`config.mk`:
```
export PLATFORM = sky130hd
export DESIGN_NAME = key_panel_top
export DESIGN_NICKNAME = d
export VERILOG_FILES = /design/src/logic/key_panel_pkg.sv /design/src/logic/key_if.sv /design/src/logic/event_fifo.sv /design/src/logic/key_debounce.sv /design/src/logic/key_event_encoder.sv /design/src/logic/key_panel_top.sv /design/src/logic/panel_wb_regs.sv
export SDC_FILE = /design/constraint.sdc
export NUM_CORES = 1
export LEC_CHECK = 0
export BUFFER_PORTS_ARGS = -buffer_cell sky130_fd_sc_hd__buf_2
export CAP_MARGIN = 20
export CELL_PAD_IN_SITES_DETAIL_PLACEMENT = 0
export CELL_PAD_IN_SITES_GLOBAL_PLACEMENT = 1
export CORE_ASPECT_RATIO = 0.5
export CORE_MARGIN = 2
export CORE_UTILIZATION = 34
export CTS_CLUSTER_SIZE = 40
export DETAILED_ROUTE_END_ITERATION = 7
export PLACE_DENSITY_LB_ADDON = 0.15
export SLEW_MARGIN = 20
export SYNTH_ARGS = -nofsm -noshare
export SYNTH_HDL_FRONTEND = slang
export SYNTH_SLANG_ARGS = --single-unit
```
`constraint.sdc`:
```
create_clock -name clk -period 2.84 [get_ports clk]
set_clock_uncertainty 0.15 [all_clocks]
set_input_delay 0 -clock clk [delete_from_list [all_inputs] [get_ports clk]]
set_output_delay 0 -clock clk [all_outputs]
set_load 0.005 [all_outputs]
```
`src/logic/key_panel_pkg.sv`:
```
/*
 * key panel shared definitions: key limits, event record,
 * register word addresses and event read layout
 */

package key_panel_pkg;

    // ------------------------------------------------------------
    // key limits
    // ------------------------------------------------------------
    localparam int MAX_KEYS  = 16;               // upper bound for N_KEYS
    localparam int KEY_IDX_W = $clog2(MAX_KEYS); // 4 bits of key index

    // ------------------------------------------------------------
    // event record, as queued in the event FIFO
    // ------------------------------------------------------------
    typedef struct packed {
        logic                 pressed; // 1 = press, 0 = release
        logic [KEY_IDX_W-1:0] idx;     // key number
    } key_event_t;

    // ------------------------------------------------------------
    // register map, word addresses on wb_adr
    // ------------------------------------------------------------
    localparam logic [2:0] REG_STATE  = 3'd0; // debounced levels, ro
    localparam logic [2:0] REG_TOGGLE = 3'd1; // toggle states, ro
    localparam logic [2:0] REG_EVENT  = 3'd2; // head event, read pops
    localparam logic [2:0] REG_STATUS = 3'd3; // count + sticky overflow
    localparam logic [2:0] REG_IRQ_EN = 3'd4; // bit 0 enables irq

    // event read word layout
    localparam int EVENT_VALID_BIT   = 31; // set when a real event came back
    localparam int EVENT_PRESSED_BIT = 8;  // press/release flag

    // status word layout
    localparam int STATUS_OVF_BIT = 16; // sticky overflow, write 1 clears

endpackage

```
`src/logic/key_if.sv`:
```
/*
 * debounced key bundle: level, edge pulses and toggle state
 */

`timescale 1ns/1ps

interface key_if #(
    parameter int N_KEYS = 4
);
    logic [N_KEYS-1:0] level;  // 1 = held down
    logic [N_KEYS-1:0] press;  // one clock on each press
    logic [N_KEYS-1:0] rel;    // one clock on each release
    logic [N_KEYS-1:0] toggle; // flips on every press

    // debouncer drives everything
    modport src  (output level, press, rel, toggle);

    // event encoder only needs the pulses
    modport evt  (input press, rel);

    // register block reads the steady state
    modport regs (input level, toggle);

endinterface

```
`src/logic/event_fifo.sv`:
```
/*
 * key event FIFO: circular buffer with occupancy count,
 * push when full and pop when empty are ignored
 */

`timescale 1ns/1ps

module event_fifo
    import key_panel_pkg::*;
#(
    parameter int FIFO_DEPTH = 8 // power of two
) (
    input  logic                        clk,
    input  logic                        rst_n,
    input  logic                        push,
    input  key_event_t                  push_data,
    input  logic                        pop,
    output key_event_t                  head,
    output logic                        full,
    output logic                        empty,
    output logic [$clog2(FIFO_DEPTH):0] count
);

    localparam int AW = $clog2(FIFO_DEPTH);

    key_event_t    mem [FIFO_DEPTH]; // storage, no reset
    logic [AW-1:0] wr_ptr;
    logic [AW-1:0] rd_ptr;
    logic          do_push;
    logic          do_pop;

    assign full    = (count == (AW + 1)'(FIFO_DEPTH));
    assign empty   = (count == '0);
    assign do_push = push & ~full;
    assign do_pop  = pop & ~empty;
    assign head    = mem[rd_ptr]; // visible the clock after the push

    always_ff @(posedge clk) begin
        if (do_push)
            mem[wr_ptr] <= push_data;
    end

    // ------------------------------------------------------------
    // pointers wrap on their own, depth is a power of two
    // ------------------------------------------------------------
    always_ff @(posedge clk or negedge rst_n) begin
        if (!rst_n) begin
            wr_ptr <= '0;
            rd_ptr <= '0;
            count  <= '0;
        end else begin
            if (do_push)
                wr_ptr <= wr_ptr + 1'b1;
            if (do_pop)
                rd_ptr <= rd_ptr + 1'b1;
            case ({do_push, do_pop})
                2'b10:   count <= count + 1'b1;
                2'b01:   count <= count - 1'b1;
                default: count <= count; // idle or both
            endcase
        end
    end

endmodule

```
`src/logic/key_debounce.sv`:
```
/*
 * key debouncer: two-stage synchronizer, shared settle counter,
 * debounced level, press/release pulses and toggle state
 */

`timescale 1ns/1ps

module key_debounce #(
    parameter int N_KEYS          = 4,
    parameter int DEBOUNCE_CYCLES = 240000
) (
    input  logic              clk,
    input  logic              rst_n,
    input  logic [N_KEYS-1:0] key_n, // raw, active low
    key_if.src                keys
);

    localparam int CNT_W = (DEBOUNCE_CYCLES > 1) ? $clog2(DEBOUNCE_CYCLES) : 1;
    localparam logic [CNT_W-1:0] CNT_LAST = CNT_W'(DEBOUNCE_CYCLES - 1);

    logic [N_KEYS-1:0] sync_meta; // first flop, may go metastable
    logic [N_KEYS-1:0] sync_q;    // synchronized input
    logic [N_KEYS-1:0] sync_d;    // one clock older, for change detect
    logic              change;
    logic [CNT_W-1:0]  cnt;
    logic              settled;
    logic [N_KEYS-1:0] level_q;
    logic [N_KEYS-1:0] level_d;
    logic [N_KEYS-1:0] toggle_q;

    // ------------------------------------------------------------
    // input synchronizer
    // ------------------------------------------------------------
    always_ff @(posedge clk or negedge rst_n) begin
        if (!rst_n) begin
            sync_meta <= '1; // idle lines sit high
            sync_q    <= '1;
            sync_d    <= '1;
        end else begin
            sync_meta <= key_n;
            sync_q    <= sync_meta;
            sync_d    <= sync_q;
        end
    end

    assign change = (sync_q != sync_d); // any key moved

    // ------------------------------------------------------------
    // shared settle counter, saturates at the terminal value
    // ------------------------------------------------------------
    always_ff @(posedge clk or negedge rst_n) begin
        if (!rst_n) begin
            cnt <= '0;
        end else if (change) begin
            cnt <= '0;           // restart on any bounce
        end else if (cnt != CNT_LAST) begin
            cnt <= cnt + 1'b1;
        end
    end

    assign settled = (cnt == CNT_LAST);

    // level, its delayed copy and the toggle latch
    always_ff @(posedge clk or negedge rst_n) begin
        if (!rst_n) begin
            level_q  <= '0;
            level_d  <= '0;
            toggle_q <= '0;
        end else begin
            if (settled)
                level_q <= ~sync_d; // all keys sampled together, pressed = 1
            level_d  <= level_q;
            toggle_q <= toggle_q ^ keys.press; // flip on press pulse
        end
    end

    assign keys.level  = level_q;
    assign keys.press  = level_q & ~level_d;  // rising level
    assign keys.rel    = ~level_q & level_d;  // falling level
    assign keys.toggle = toggle_q;

endmodule

```
`src/logic/key_event_encoder.sv`:
```
/*
 * key event encoder: per-key pending press/release bits,
 * lowest-index pick, one FIFO push per clock, overflow pulse
 */

`timescale 1ns/1ps

module key_event_encoder
    import key_panel_pkg::*;
#(
    parameter int N_KEYS = 4
) (
    input  logic       clk,
    input  logic       rst_n,
    key_if.evt         keys,
    output logic       push,
    output key_event_t push_data,
    input  logic       full,
    output logic       overflow
);

    logic [N_KEYS-1:0]    pend_press; // press seen, not queued yet
    logic [N_KEYS-1:0]    pend_rel;   // release seen, not queued yet
    logic                 sel_valid;
    logic                 sel_press;
    logic [KEY_IDX_W-1:0] sel_idx;
    logic [N_KEYS-1:0]    sel_onehot;
    logic [N_KEYS-1:0]    clr_press;
    logic [N_KEYS-1:0]    clr_rel;
    logic [N_KEYS-1:0]    lost;

    // ------------------------------------------------------------
    // priority pick, lowest index wins, press before release
    // ------------------------------------------------------------
    always_comb begin
        sel_idx   = '0;
        sel_press = 1'b0;
        // walk downwards so the last hit is the lowest index
        for (int i = N_KEYS - 1; i >= 0; i--) begin
            if (pend_rel[i]) begin
                sel_idx   = KEY_IDX_W'(i);
                sel_press = 1'b0;
            end
            if (pend_press[i]) begin // press overrides release at same key
                sel_idx   = KEY_IDX_W'(i);
                sel_press = 1'b1;
            end
        end
    end

    assign sel_valid  = |{pend_press, pend_rel};
    assign push       = sel_valid & ~full; // back-pressure just waits
    assign sel_onehot = N_KEYS'(1) << sel_idx;
    assign clr_press  = (push &&  sel_press) ? sel_onehot : '0;
    assign clr_rel    = (push && !sel_press) ? sel_onehot : '0;

    always_comb begin
        push_data.pressed = sel_press;
        push_data.idx     = sel_idx;
    end

    // new pulse on a bit that stays pending this clock is dropped
    assign lost = (keys.press & pend_press & ~clr_press)
                | (keys.rel   & pend_rel   & ~clr_rel);

    // ------------------------------------------------------------
    // pending bits and overflow pulse
    // ------------------------------------------------------------
    always_ff @(posedge clk or negedge rst_n) begin
        if (!rst_n) begin
            pend_press <= '0;
            pend_rel   <= '0;
            overflow   <= 1'b0;
        end else begin
            pend_press <= (pend_press & ~clr_press) | keys.press;
            pend_rel   <= (pend_rel   & ~clr_rel)   | keys.rel;
            overflow   <= |lost; // one clock per loss
        end
    end

endmodule

```
`src/logic/key_panel_top.sv`:
```
/*
 * key panel top: debouncer, event encoder, event FIFO and
 * Wishbone register block behind plain ports
 */

`timescale 1ns/1ps

module key_panel_top
    import key_panel_pkg::*;
#(
    parameter int N_KEYS          = 4,      // 1 .. MAX_KEYS
    parameter int DEBOUNCE_CYCLES = 240000, // settle time in clocks
    parameter int FIFO_DEPTH      = 8       // power of two
) (
    input  logic              clk,
    input  logic              rst_n,
    input  logic [N_KEYS-1:0] key_n,
    // wishbone classic slave
    input  logic              wb_cyc,
    input  logic              wb_stb,
    input  logic              wb_we,
    input  logic [2:0]        wb_adr,
    input  logic [31:0]       wb_dat_i,
    input  logic [3:0]        wb_sel,
    output logic [31:0]       wb_dat_o,
    output logic              wb_ack,
    output logic              irq
);

    // ------------------------------------------------------------
    // internal wiring
    // ------------------------------------------------------------
    key_if #(.N_KEYS(N_KEYS)) keys ();

    logic                        push;
    key_event_t                  push_data;
    logic                        pop;
    key_event_t                  head;
    logic                        full;
    logic                        empty;
    logic [$clog2(FIFO_DEPTH):0] count;
    logic                        overflow; // one clock per lost event

    key_debounce #(
        .N_KEYS          (N_KEYS),
        .DEBOUNCE_CYCLES (DEBOUNCE_CYCLES)
    ) u_debounce (
        .clk   (clk),
        .rst_n (rst_n),
        .key_n (key_n),
        .keys  (keys.src)
    );

    key_event_encoder #(.N_KEYS(N_KEYS)) u_encoder (
        .clk       (clk),
        .rst_n     (rst_n),
        .keys      (keys.evt),
        .push      (push),
        .push_data (push_data),
        .full      (full),
        .overflow  (overflow)
    );

    event_fifo #(.FIFO_DEPTH(FIFO_DEPTH)) u_fifo (
        .clk       (clk),
        .rst_n     (rst_n),
        .push      (push),
        .push_data (push_data),
        .pop       (pop),
        .head      (head),
        .full      (full),
        .empty     (empty),
        .count     (count)
    );

    panel_wb_regs #(
        .N_KEYS     (N_KEYS),
        .FIFO_DEPTH (FIFO_DEPTH)
    ) u_regs (
        .clk      (clk),
        .rst_n    (rst_n),
        .wb_cyc   (wb_cyc),
        .wb_stb   (wb_stb),
        .wb_we    (wb_we),
        .wb_adr   (wb_adr),
        .wb_dat_i (wb_dat_i),
        .wb_sel   (wb_sel),
        .wb_dat_o (wb_dat_o),
        .wb_ack   (wb_ack),
        .keys     (keys.regs),
        .pop      (pop),
        .head     (head),
        .empty    (empty),
        .count    (count),
        .overflow (overflow),
        .irq      (irq)
    );

endmodule

```
`src/logic/panel_wb_regs.sv`:
```
/*
 * Wishbone classic slave for the key panel: register decode,
 * event pop on read, sticky overflow and level interrupt
 */

`timescale 1ns/1ps

module panel_wb_regs
    import key_panel_pkg::*;
#(
    parameter int N_KEYS     = 4,
    parameter int FIFO_DEPTH = 8
) (
    input  logic                        clk,
    input  logic                        rst_n,
    // wishbone classic slave
    input  logic                        wb_cyc,
    input  logic                        wb_stb,
    input  logic                        wb_we,
    input  logic [2:0]                  wb_adr,
    input  logic [31:0]                 wb_dat_i,
    input  logic [3:0]                  wb_sel,
    output logic [31:0]                 wb_dat_o,
    output logic                        wb_ack,
    // key state
    key_if.regs                         keys,
    // event FIFO side
    output logic                        pop,
    input  key_event_t                  head,
    input  logic                        empty,
    input  logic [$clog2(FIFO_DEPTH):0] count,
    input  logic                        overflow,
    output logic                        irq
);

    logic        req;       // new request, not yet acked
    logic        wr_stb;
    logic        ovf_clr;
    logic        ovf_sticky;
    logic        irq_en;
    logic        pop_q;     // event read decided at request time
    logic [31:0] rdata;

    assign req     = wb_cyc & wb_stb & ~wb_ack; // ack drops between cycles
    assign wr_stb  = req & wb_we;
    assign ovf_clr = wr_stb && (wb_adr == REG_STATUS) && wb_sel[2]
                     && wb_dat_i[STATUS_OVF_BIT];

    // ------------------------------------------------------------
    // read mux
    // ------------------------------------------------------------
    always_comb begin
        rdata = '0;
        case (wb_adr)
            REG_STATE:  rdata[N_KEYS-1:0] = keys.level;
            REG_TOGGLE: rdata[N_KEYS-1:0] = keys.toggle;
            REG_EVENT: begin
                if (!empty) begin // zero word when nothing queued
                    rdata[EVENT_VALID_BIT]   = 1'b1;
                    rdata[EVENT_PRESSED_BIT] = head.pressed;
                    rdata[KEY_IDX_W-1:0]     = head.idx;
                end
            end
            REG_STATUS: begin
                rdata[7:0]            = 8'(count);
                rdata[STATUS_OVF_BIT] = ovf_sticky;
            end
            REG_IRQ_EN: rdata[0] = irq_en;
            default:    rdata = '0;
        endcase
    end

    // read data captured with the ack
    always_ff @(posedge clk) begin
        if (req && !wb_we)
            wb_dat_o <= rdata;
    end

    // ------------------------------------------------------------
    // ack, control registers, irq
    // ------------------------------------------------------------
    always_ff @(posedge clk or negedge rst_n) begin
        if (!rst_n) begin
            wb_ack     <= 1'b0;
            pop_q      <= 1'b0;
            irq_en     <= 1'b0;
            ovf_sticky <= 1'b0;
            irq        <= 1'b0;
        end else begin
            wb_ack <= req; // fixed one clock latency
            pop_q  <= req && !wb_we && (wb_adr == REG_EVENT) && !empty;
            if (wr_stb && (wb_adr == REG_IRQ_EN) && wb_sel[0])
                irq_en <= wb_dat_i[0];
            if (overflow)
                ovf_sticky <= 1'b1; // set wins over a same-clock clear
            else if (ovf_clr)
                ovf_sticky <= 1'b0;
            irq <= irq_en & ~empty; // level, held while events wait
        end
    end

    assign pop = pop_q; // high on the ack clock only

endmodule

```
**Word level (Yosys, flattened, before mapping)**

Memories as Yosys holds them, arrays and structs flattened.
Index checks and enable logic that the tools add are counted.

- Add/sub/neg operators: 5
- Multiply operators: 0
- Divide/modulo/power cells: 0
- Order comparisons: 0
- Equal/unequal tests: 10
- Shift-type cells: 1
- Multiplexer cells: 28
- Bitwise logic cells: 28
- Reduce and logical (&&, ||, !) cells: 21

Operators with widths:

| cell | count |
|---|---|
| $mux W4 | 10 |
| $mux W18 | 2 |
| $and A4 B4 Y4 | 8 |
| $not A4 Y4 | 5 |
| $add A18 B1 Y18 const B | 1 |
| $eq A18 B18 Y1 const B | 1 |
| $ne A18 B18 Y1 const B | 1 |
| $mux W1 | 12 |
| $or A4 B4 Y4 | 3 |
| $pmux W3 S4 | 1 |
| $logic_and A1 B1 Y1 | 10 |
| $pmux W4 S2 | 1 |
| $reduce_or A8 Y1 | 1 |
| $and A1 B1 Y1 | 7 |
| $add A3 B1 Y3 const B | 2 |
| $eq A3 B2 Y1 const B | 2 |
| $reduce_bool A2 Y1 | 3 |
| $pmux W1 S5 | 1 |
| $add A4 B1 Y4 const B | 1 |
| $eq A4 B4 Y1 const B | 1 |
| $logic_not A4 Y1 | 1 |
| $ne A4 B4 Y1 | 1 |
| $not A1 Y1 | 4 |
| $reduce_or A4 Y1 | 1 |
| 11 further kinds | 13 |

- Register bits: 73
- Latch bits: 0
- Memory bits (writable): 40
- Bits in read-only memories: 0
- Input bits: 48
- Output and inout bits: 34
- Word-level logic and storage cells: 116
- Memories: 1

Memory list:

| memory | depth | bits a word | read ports | clocked after Yosys merged registers in | write ports | line | text |
|---|---|---|---|---|---|---|---|
| u_fifo.mem | 8 | 5 | 1 | 0 | 1 | event_fifo.sv:26 | `key_event_t mem [FIFO_DEPTH];` |

**Logic depth before layout (Yosys ltp)**

Gate-level depths: netlist (run 1).

- Word-level depth: 14
- Mapped depth: 11
- Mapped depth without buffers: 10

**By module**

Synthesis (run 1) repeated with hierarchy kept, for this count alone.

- Cell total of the unflattened synthesis: 415
- Area, all modules: 5300.1 µm²

By module, submodules not included:

| module | instances | cells each | area an instance (µm²) | sequential area each (µm²) |
|---|---|---|---|---|
| event_fifo | 1 | 125 | 2170.8 | 1451.4 |
| key_debounce | 1 | 154 | 1778.0 | 1066.0 |
| panel_wb_regs | 1 | 75 | 802.0 | 335.3 |
| key_event_encoder | 1 | 61 | 549.3 | 225.2 |

**Worst setup path before layout (run 1)**

No wires, ideal clock.

- Path kind: reg-to-reg
- Start point: register u_fifo.count[0]
- End point: register u_fifo.count[3]
- Setup time: 125 ps
- Arrival: 2250 ps
- Required time: 2565 ps
- Slack: 315 ps
- Stages on the path, launching flop included: 12
- Path buffers: 1
- Period minus slack after synthesis: 2525 ps
- Cell sequence: dfrtp_1 -> clkbuf_1 -> nor4b_4 -> a31oi_1 -> inv_1 -> ha_1 -> ha_1 -> a21o_1 -> a21oi_1 -> xnor2_1 -> nor2_1 -> xor2_1

- Cells in the longest elaborated chain, start to end: 6
- Elaborated cells on any way between the ends: 13
- Classes of those cells: 2 x add/sub; 3 x eq/ne; 1 x mux; 5 x bitwise; 2 x reduce/logical

Ends and longest elaborated chain:

| item | line | text |
|---|---|---|
| start: declaration | event_fifo.sv:21 | `output logic [$clog2(FIFO_DEPTH):0] count` |
| start signal: assignment | event_fifo.sv:57 | `2'b10: count <= count + 1'b1;` |
| start signal: assignment | event_fifo.sv:58 | `2'b01: count <= count - 1'b1;` |
| start signal: assignment | event_fifo.sv:59 | `default: count <= count;` |
| $eq A4 B4 Y1 | event_fifo.sv:32 | `assign full = (count == (AW + 1)'(FIFO_DEPTH));` |
| $not A1 Y1 | event_fifo.sv:34, key_event_encoder.sv:52 |  |
| $and A1 B1 Y1 | key_event_encoder.sv:52 | `assign push = sel_valid & ~full;` |
| $and A1 B1 Y1 | event_fifo.sv:34 | `assign do_push = push & ~full;` |
| $eq A2 B1 Y1 / $eq A2 B2 Y1 (equally long branches) | event_fifo.sv:56 | `case ({do_push, do_pop})` |
| $pmux W4 S2 / $reduce_bool A2 Y1 (equally long branches) | n/a |  |

Several ways; a longest one is shown, not always the timed one.
A chain may end at the register's enable or synchronous reset.

**Worst setup path after layout (run 1)**

- Start point: register u_fifo.count[3]
- End point: register u_fifo.count[3]

- Elaborated cells on any way between the ends: 13
- Classes of those cells: 2 x add/sub; 3 x eq/ne; 1 x mux; 5 x bitwise; 2 x reduce/logical

RTL lines:

| item | line | text |
|---|---|---|
| $logic_not A4 Y1 * | event_fifo.sv:33 | `assign empty = (count == '0);` |
| $not A1 Y1 * | event_fifo.sv:35 | `assign do_pop = pop & ~empty;` |
| $and A1 B1 Y1 * | event_fifo.sv:35 |  |
| net u_fifo.do_pop | event_fifo.sv:30 | `logic do_pop;` |
| $eq A2 B1 Y1 / $eq A2 B2 Y1 (equally long branches) | event_fifo.sv:56 |  |
| $pmux W4 S2 / $reduce_bool A2 Y1 (equally long branches) | n/a |  |

Mark *: on every way through the listed nets, which the timed path passes. The rest lies on a longest branch.

==> out/qor.csv, run 1 <==
metric,value,unit
first_iter_violations,122,
cts_tree,built,
first_pass_iters,4,
crit_path_start_kind,flip-flop,
total_routing_usage_reported_by_global_routing,0.129,
cts-root-to-sink-buffers,2,
syn2layout_area_growth,16.4,%
syn_std_cell_area,4420,um2
cts-buffers-inserted,9,
gp_routability_congestion,0.766,
post_cts_resized,0,
die_h,84.6,um
number_of_buffers_inserted_by_port_buffering,24,
layout.filler_cells,1212,
slew_violations,0,
ant_nets,0,
worst-path-max-fanout,5,
cts.sinks,97,
cts_root_buffer,clkbuf_16,
synth.area.top_cells,"dfrtp_1 (31%), edfxtp_1 (21%), dfstp_2 (7.1%), buf_4 (4.2%), xnor2_1 (3.6%)",
worstSkewPairLatency,0.35,ns
dr_total_vias,2730,
fraction_of_post_synthesis_cell_area_in_the_top_cell_type_by_area,0.306,
path_clk_slew,0.07,ns
htree_num_levels,3,
floorplan.core_area,12700,um2
die_x,165,um
grt_antenna_before_repair,0,
synth.yosys.seq_area_share,0.588,
grt_pass1_vias,2773,
relSlewSlack,0.535,
setup-tns-final,0,ns
synth.lib_cells_used.distinct,58,
final-setup-viol-count,0,
synth-edff-count,31,
die_area,14000,um2
post-dp-hpwl,5780,um
synth_cells,361,
grt_pass1_wl,13800,um
num-nets-final,465,
grt_max_degree,67,
cp-end-kind,flip-flop,
worst_voltage_drop_across_the_vdd_grid,0.263,mV
placement_rows,29,
grt_setup_unrepaired,false,
final_antenna_diode_count,0,
design_power_total,2750,uW
power_density,534,nW/um2
synth_area_per_cell,12.2,um2
grt_remaining_overflow,0,
critPathRequiredTime,2.91,ns
post-synth-top-count-cell,dfrtp_1,
post-route-period-util,0.905,
count_of_max_cap_constraint_violations,0,
io_pins,82,
run_status,"complete, no violations",
top_cell_types_by_occurrence_after_synthesis,"dfrtp_1 (54), nor2_1 (37), edfxtp_1 (31)",
cp.arrival,2.64,ns
yosysWarnings,0,
netlist.top_cell.by_area,dfrtp_1,
route.detailed.vias_per_inst,4.67,
leakagePower,0.00213,uW
worstMarginPinSlew,0.695,ns
max_freq,0.389,GHz
async_reset_ff_frac,0.680,
synth_seq_cells,97,
drcViolationCount,0,
timing.final.hold_violations,0,
wl_per_cell,13.8,um
drt-total-wl,8100,um
post_route_cells_drive_above_1_share,0.193,
final_critical_delay_including_setup_and_external_delays,2.57,ns
synth_flop_cell,dfrtp_1,
hold_path.class,in -> reg,
worst-setup-path-type,reg -> reg,
start_util,0.349,
## per-stage QoR
step / instances / instance area, um2 / utilization / hold WS, ns / setup WS, ns
2_1_floorplan: 385 / 4510 / - / -0.446 / 0.315
3_3_place_gp: 554 / 4700 / 0.371 / -0.107 / 0.344
3_5_place_dp: 554 / 4700 / 0.371 / -0.101 / 0.277
4_1_cts: 585 / 5140 / 0.406 / 0.00723 / 0.255
5_1_grt: 585 / 5140 / 0.406 / 0.0261 / 0.0278
6_report: 585 / 5140 / 0.406 / 0.0162 / 0.270
## routing by layer
| metal | track usage | share of wire |
|---|---|---|
| met3 | 0.0405 | 0.048 |
| met2 | 0.203 | 0.47 |
| met1 | 0.172 | 0.47 |
| met5 | 0 | 0 |
| met4 | 0.0356 | 0.011 |
## logic make-up after synthesis
logic type,count (synthesis),synth area share
adder cells (fa/ha/maj),7,0.0215
multiplexers,19,0.0623
AO/OA/AOI/OAI,46,0.0750
buffers and inverters,49,0.0631
AND/OR/NAND/NOR,117,0.140
other,1,0.000849
flip-flops,97,0.588
XOR/XNOR,25,0.0495
## layout make-up
type	count	area [um2]	share of cell area
Timing Repair Buffer	48	350	0.0681
Inverter	15	56.3	0.0109
Clock buffer	9	225	0.0438
Multi-Input combinational cell	239	1630	0.317
Sequential cell	97	2600	0.505
Clock inverter	7	70.1	0.0136
Tap cell	170	213	0.0413
## critical path, stage by stage, from the launching register on
cell and delay [ns]:
dfrtp_1 0.44, nor4_1 0.34, buf_4 0.18, nor2b_1 0.10, ha_1 0.26, ha_1 0.29, a21o_1 0.18, a21oi_1 0.17
xnor2_1 0.14, nor2_1 0.07, xor2_1 0.14
## registers in the layout, summed over array words and instances (netlist names), 4 cells and up
register,cells
u_debounce.cnt,18
u_debounce.keys.level,4
u_debounce.keys.toggle,4
u_debounce.level_d,4
u_debounce.sync_d,4
u_debounce.sync_meta,4
u_debounce.sync_q,4
u_encoder.pend_press,4
u_encoder.pend_rel,4
u_fifo.count,4
u_fifo.mem,24
u_regs.wb_dat_o,7
## what timing repair did
action | 4_1_cts | 5_1_grt
hold buffers | 15 | 0
setup buffers | 0 | 0
hold endpoints to repair | 85 | 0
## placed cells by master, fill, tap and decap left out, drive strengths merged, types with 5 or more instances in the layout
master       synthesis  routed
clkbuf               7       9
nand2b               5       5
nor2                38      38
xnor2               18      18
and4                 5       5
ha                   6       6
edfxtp              31      31
and3                10      10
nand3                7       7
dfrtp               54      54
xor2                 7       7
dfstp               12      12
a31oi                6       6
mux2i                5       5
nand2               25      25
mux4                 6       6
mux2                 8       8
nor3                 6       6
dlygate4sd3          0      15
inv                 15      19
o21ai               15      15
buf                 27      33
conb                 1      25
## final timing paths
path	startpoint	end	slack [ns]	cells after the start
worst max-delay path	u_fifo.count[3]	u_fifo.count[3]	0.27	10
worst min-delay path	wb_dat_i[16]	u_regs.ovf_sticky	0.02	4
worst max register to register	u_fifo.count[3]	u_fifo.count[3]	0.27	10
worst min register to register	u_debounce.sync_meta[3]	u_debounce.sync_q[3]	0.21	0
max in group asynchronous	rst_n	u_debounce.sync_meta[1]	2.16	3
min in group asynchronous	rst_n	u_debounce.cnt[9]	0.03	3
## power by group
part           internal (uW)  leakage, uW  switching, uW  total (uW)
Sequential              1460      0.00110           8.21        1470
Combinational           37.3     0.000885           50.7        88.0
Clock                    622     0.000143            573        1190
Power figures use the tool's default switching activity.
==> inputs of run 2 (changes only) <==
--- a/config.mk
+++ b/config.mk
@@ -18,4 +18,5 @@
 export SLEW_MARGIN = 20
 export SYNTH_ARGS = -nofsm -noshare
 export SYNTH_HDL_FRONTEND = slang
+export SYNTH_HIERARCHICAL = 1
 export SYNTH_SLANG_ARGS = --single-unit
==> out/qor.csv, run 2 <==
metric,value,unit,change
run_status,"complete, no violations",,
timing.hold.ws,0.0263,ns,+0.0101 ns
met3RoutedLength,341,um,-12%
number_of_flip_flops_in_the_largest_register,40,,+67%
slew_violations,0,,unchanged
relSlewSlack,0.413,,-0.122
comb_power_share,0.024,,-0.008
count_of_max_cap_constraint_violations,0,,unchanged
fraction_of_post_synthesis_cell_area_in_the_top_cell_type_by_area,0.266,,-0.0395
post-route-period-util,0.957,,+0.0518
first_iter_violations,175,,+43%
mostFrequentLayoutCells,"dfrtp_1 (54), edfxtp_1 (47), nand2_1 (28), conb_1 (27), buf_2 (24)",,
leakagePower,0.00253,uW,+19%
path_clk_slew,0.06,ns,about the same
grt_pass1_vias,3280,,+18%
cell_internal_pwr,3060,uW,+44%
post_cts_resized,0,,unchanged
r2r-end,u_regs/wb_dat_o[2],,
route.detailed.vias_per_inst,4.72,,+1.1%
start_util,0.346,,-0.00335
drt-total-wl,10400,um,+29%
cts_root_buffer,clkbuf_16,,
critPathRequiredTime,2.84,ns,-0.07 ns
grt_pass1_wl,17500,um,+27%
cts-buffers-inserted,17,,+8
syn2layout_area_growth,19.9,%,
worst-setup-path-type,reg -> reg,,
cts_tree,built,,
async_reset_ff_frac,0.584,,-0.0963
post-synth-top-count-cell,dfrtp_1,,
yosysWarnings,6,,+6
synth.area.top_cells,"edfxtp_1 (27%), dfrtp_1 (25%), dfstp_2 (5.9%), buf_4 (4.0%), mux4_2 (3.4%)",,
largest_register,u_fifo/mem,,
number_of_buffers_inserted_by_port_buffering,24,,unchanged
path_cells,"buf_4, mux4_2, mux2_2, a22oi_1, a211oi_1, dlygate4sd3_1",,
cts.sinks,113,,+16%
gp_routability_congestion,0.707,,-7.7%
sw_frac_of_total,0.221,,-0.00874
met1_length,5080,um,+33%
max_freq,0.368,GHz,-5.4%
ctsHoldBuffers,16,,+1
cp.arrival,2.72,ns,+0.08 ns
power.net_switching,867,uW,+37%
grt_remaining_overflow,0,,unchanged
worstSkewPairLatency,0.41,ns,+0.06 ns
synth.yosys.seq_area_share,0.581,,-0.00703
ant_nets,0,,unchanged
postCtsSetupBuffers,0,,unchanged
synth-edff-count,47,,+52%
hold_path.class,in -> async,,
die_area,16700,um2,+19%
cp-end-kind,flip-flop,,
die_h,92.3,um,+9.1%
power_density,617,nW/um2,+16%
worstMarginPinSlew,0.873,ns,+0.178 ns
ff2ff_setup_slack,0.12,ns,-0.15 ns
crit_path_start_kind,flip-flop,,
final_critical_delay_including_setup_and_external_delays,2.72,ns,+0.147 ns
crit_path_max_incr_delay,0.57,ns,+0.13 ns
die_x,181,um,+9.3%
htree_num_levels,4,,+1
layout.filler_cells,1469,,+21%
grt_max_degree,32,,-52%
synth.lib_cells_used.distinct,70,,+21%
layout_top_registers,"u_fifo/mem x40, u_debounce/cnt x18, u_regs/wb_dat_o x7",,
route.top_layer_used,met4,,
grt_setup_unrepaired,false,,
post-dp-hpwl,7120,um,+23%
top_cell_types_by_occurrence_after_synthesis,"dfrtp_1 (54), edfxtp_1 (47), buf_4 (28), nand2_1 (28), o21ai_0 (17)",,
total_routing_usage_reported_by_global_routing,0.138,,+0.00888
worst_voltage_drop_across_the_vdd_grid,0.235,mV,-11%
io_pins,82,,unchanged
dr_total_vias,3254,,+19%
post_route_cells_drive_above_1_share,0.245,,+0.0521
syn_std_cell_area,5300,um2,+20%
p_clk_frac,0.536,,+0.101
worst-path-max-fanout,10,,+5
floorplan.core_area,15300,um2,+21%
cts-root-to-sink-buffers,2,,unchanged
final-setup-viol-count,0,,unchanged
synth_flop_cell,dfrtp_1,,
worst_r2r_src,u_fifo/rd_ptr[0],,
routed-wl-met2,4880,um,+28%
mostFrequentLayoutCell,dfrtp_1,,
first_pass_iters,4,,unchanged
wl_per_cell,15.1,um,+9.0%
num-nets-final,528,,+14%
netlist.top_cell.by_area,edfxtp_1,,
seq_power_share,0.440,,-0.093
synth_area_per_cell,12.8,um2,+4.3%
final_antenna_diode_count,0,,unchanged
worst-r2r-cell-count,6,,-4
slowest_stage,dlygate4sd3_1,,
synth_seq_cells,113,,+16%
placement_rows,32,,+10%
drcViolationCount,0,,unchanged
grt_antenna_before_repair,0,,unchanged
timing.final.hold_violations,0,,unchanged
setup-tns-final,0,ns,unchanged
synth_cells,415,,+15%
run 2: changes by cell type in the layout (fill, tap and decap cells not counted), sizes merged, moves of 9 or more:
| cell | before | now |
|---|---|---|
| xnor2 | 18 | 9 |
| nand3 | 7 | 17 |
| nor2 | 38 | 15 |
| edfxtp | 31 | 47 |
| a21oi | 2 | 15 |
run 2: worst max path at each step:
stage / startpoint / endpoint / slack, ns / depth (start not counted)
finish: u_fifo/rd_ptr[0] / u_regs/wb_dat_o[2] / 0.12 / 6
detailed placement: u_fifo/count[1] / u_fifo/count[3] / 0.16 / 9
CTS: u_fifo/rd_ptr[0] / u_regs/wb_dat_o[2] / 0.1 / 6
global placement: u_fifo/count[1] / u_fifo/count[3] / 0.18 / 9
global route: u_fifo/count[1] / u_fifo/count[3] / 0.01 / 9
floorplan: u_fifo/count[1] / u_fifo/count[3] / 0.0006 / 10
run 2: cell families (layout without fill, tap and decap cells):
group                    after synthesis  after routing  share of synthesized area
buffers and inverters                 56            102                     0.0661
flip-flops                           113            113                      0.581
adder cells (fa/ha/maj)                7              7                     0.0179
XOR/XNOR                              19             19                     0.0314
other                                  2             27                    0.00142
AO/OA/AOI/OAI                         67             67                     0.0843
AND/OR/NAND/NOR                      127            127                      0.145
multiplexers                          24             24                     0.0729
run 2: power by group through the flow:
stage	Sequential, uW	Combinational, uW	Clock, uW
global route	1730	110	2250
CTS	1730	97.2	2160
global placement	1760	79.8	0
floorplan	1760	63.1	0
detailed placement	1760	80.0	0
finish	1730	95.6	2100
run 2: routing by layer:
metal  GRT usage  up-vias
met3      0.0334        9
met2       0.222       49
li1            -     1588
met5           0        -
met1       0.180     1608
met4      0.0544        0
run 2: worst max-delay path, delay by kind of cell, from the launching register on:
kind / cells / cell delay (ns)
buffers and inverters: 2 / 0.83
AOI/OAI and AO/OA: 2 / 0.25
muxes: 2 / 0.86
DFF: 1 / 0.39
run 2: cell type report:
| cell class | count | area [um2] | share of cell area |
|---|---|---|---|
| Clock inverter | 15 | 160 | 0.0252 |
| Tap cell | 204 | 255 | 0.0401 |
| Multi-Input combinational cell | 271 | 1980 | 0.312 |
| Inverter | 13 | 48.8 | 0.00768 |
| Sequential cell | 113 | 3080 | 0.484 |
| Clock buffer | 17 | 425 | 0.0669 |
| Timing Repair Buffer | 57 | 408 | 0.0642 |
run 2: metrics by stage:
stage / cells / power (uW) / util / setup slack [ns] / cell area, um2
2_1_floorplan: 440 / 1820 / - / 0.000580 / 5410
3_3_place_gp: 642 / 1840 / 0.366 / 0.180 / 5610
3_5_place_dp: 642 / 1840 / 0.366 / 0.155 / 5610
4_1_cts: 690 / 3980 / 0.415 / 0.0972 / 6360
5_1_grt: 690 / 4090 / 0.415 / 0.0138 / 6360
6_report: 690 / 3920 / 0.415 / 0.123 / 6360
==> inputs of run 3 (changes only) <==
==> constraint.sdc (replaced) <==
create_clock -name clk -period 2.95 [get_ports clk]
set_clock_uncertainty 0.15 [all_clocks]
set_input_delay 0 -clock clk [delete_from_list [all_inputs] [get_ports clk]]
set_output_delay 0 -clock clk [all_outputs]
set_load 0.005 [all_outputs]
==> out/qor.csv, run 3 (synthesis results as in run 2) <==
metric,value,unit,change
run_status,"complete, no violations",,
die_x,181,um,unchanged
ant_nets,0,,unchanged
postCtsSetupBuffers,0,,unchanged
cts.sinks,113,,unchanged
cts_tree,built,,
number_of_buffers_inserted_by_port_buffering,24,,unchanged
worst-path-max-fanout,9,,-1
worstMarginPinSlew,0.907,ns,+0.0341 ns
seq_power_share,0.432,,-0.008
post-place-ws,0.164,ns,+0.00889 ns
cts_root_buffer,clkbuf_16,,
path_cells,"or4b_4, inv_2, a21oi_1, nand2_4, ha_4, ha_1, or4b_1, o311ai_0, o211ai_1",,
drt-total-wl,10300,um,-0.64%
io_pins,82,,unchanged
wl_per_cell,15.0,um,-0.35%
crit_path_max_incr_delay,0.59,ns,+0.02 ns
final-setup-viol-count,0,,unchanged
mostFrequentLayoutCells,"dfrtp_1 (54), edfxtp_1 (47), nand2_1 (28), conb_1 (27), buf_2 (24)",,
path_clk_slew,0.06,ns,about the same
place.detailed.instances,641,,-0.16%
worstSkewPairLatency,0.41,ns,about the same
mostFrequentLayoutCell,dfrtp_1,,
hold_depth,3,,
relSlewSlack,0.390,,-0.0229
cp.buffers_inverters,1,,-1
timing.final.hold_violations,0,,unchanged
max_freq,0.370,GHz,+0.65%
min_delay_worst_endpoint,u_regs/pop,,
instances_no_fill,688,,-0.29%
final_area,6360,um2,about the same
setup-tns-final,0,ns,unchanged
startpoint,u_fifo/count[1],,
die_h,92.3,um,unchanged
design_power_total,3850,uW,-1.9%
leakagePower,0.00254,uW,+0.22%
ff2ff_setup_slack,0.25,ns,+0.13 ns
cp.arrival,2.82,ns,+0.10 ns
crit_path_start_kind,flip-flop,,
first_iter_violations,178,,+1.7%
grt_max_degree,67,,+110%
dr_total_vias,3241,,-0.40%
worst-r2r-cell-count,9,,+3
start_util,0.346,,unchanged
htree_num_levels,4,,unchanged
final_antenna_diode_count,0,,unchanged
worstHoldStart,wb_adr[0],,
critPathRequiredTime,3.08,ns,+0.24 ns
total_routing_usage_reported_by_global_routing,0.137,,-0.000662
post-dp-hpwl,7010,um,-1.6%
crit_family,simple AND/OR/NAND/NOR gates,,
post-route-period-util,0.915,,-0.0416
slew_violations,0,,unchanged
p_clk_frac,0.545,,+0.009
cp-end-kind,flip-flop,,
floorplan.core_area,15300,um2,unchanged
largest_register,u_fifo/mem,,
cts-root-to-sink-buffers,2,,unchanged
gp_routability_congestion,0.694,,-1.8%
slowest_stage,or4b_4,,
power_density,606,nW/um2,-1.9%
grt_pass1_wl,17200,um,-1.5%
comb_power_share,0.023,,about the same
r2r-end,u_fifo/count[3],,
worst_voltage_drop_across_the_vdd_grid,0.228,mV,-2.7%
grt_antenna_before_repair,0,,unchanged
power.net_switching,824,uW,-5.0%
setup_slack,0.251,ns,+0.127 ns
number_of_flip_flops_in_the_largest_register,40,,unchanged
num-nets-final,526,,-0.38%
worst_r2r_src,u_fifo/count[1],,
drcViolationCount,0,,unchanged
placement_rows,32,,unchanged
grt_pass1_vias,3223,,-1.7%
dpl-instance-area,5590,um2,-0.38%
route.detailed.vias_per_inst,4.71,,-0.11%
die_area,16700,um2,unchanged
worst-setup-path-type,reg -> reg,,
grt_setup_unrepaired,false,,
cell_internal_pwr,3030,uW,-0.99%
hold_path.class,in -> reg,,
post_route_cells_drive_above_1_share,0.242,,-0.00312
syn2layout_area_growth,20.0,%,about the same
count_of_max_cap_constraint_violations,0,,unchanged
cts-buffers-inserted,17,,unchanged
sw_frac_of_total,0.214,,-0.00708
final_critical_delay_including_setup_and_external_delays,2.70,ns,-0.0175 ns
first_pass_iters,6,,+2
grt_remaining_overflow,0,,unchanged
layout_top_registers,"u_fifo/mem x40, u_debounce/cnt x18, u_regs/wb_dat_o x7",,
## run 3: cell count changes in the layout (fill, tap and decap cells not counted), sizes merged
cell,delta
dlygate4sd3,-1
clkinvlp,-1
buf,-1
bufinv,+1
## run 3: layout make-up
type                       instances  area, um2
fill                            1434       8980
sequential                       113       3080
multi-input combinational        271       1980
clock buffer                      17        425
timing repair buffer              55        390
tap                              204        255
clock inverter                    15        183
inverter                          13       48.8
## run 3: repair_timing
item | CTS | global route
hold buffers | 15 | 0
endpoints found under the setup margin | 0 | 1
hold endpoints to repair | 74 | 0
gates resized for setup | 0 | 1
## run 3: worst max path at each step
| stage | end | cells after the start |
|---|---|---|
| final | u_fifo/count[3] | 9 |
| after global routing | u_fifo/count[3] | 9 |
| after CTS | u_fifo/count[3] | 9 |
| after detailed placement | u_fifo/count[3] | 9 |
| after global placement | u_fifo/count[3] | 9 |
| after floorplan | u_fifo/count[3] | 10 |
## run 3: per-layer routing
layer  up-vias  share of wire  GRT usage
li1       1586              -          -
met1      1597           0.48      0.175
met2        51           0.48      0.223
met3         7          0.031     0.0397
met4         0         0.0072     0.0504
met5         -              0          0
## run 3: worst min-delay path: cells and delay by family
kind,cells,cell delay (ns)
buffers and inverters,1,0.27
and+or+nand+nor,2,0.26
## run 3: power groups by stage
stage	Combinational (uW)	Sequential (uW)	Clock, uW
6_report	89.8	1660	2100
5_1_grt	103	1660	2250
4_1_cts	90.7	1660	2150
3_5_place_dp	75.6	1690	0
3_3_place_gp	75.0	1690	0
2_1_floorplan	60.7	1690	0
## run 3: per-stage QoR
stage / util / hold WS [ns]
floorplan: - / -0.446
global placement: 0.365 / -0.0448
detailed placement: 0.365 / -0.0438
CTS: 0.414 / 0.0173
global route: 0.415 / 0.0338
finish: 0.415 / 0.0218
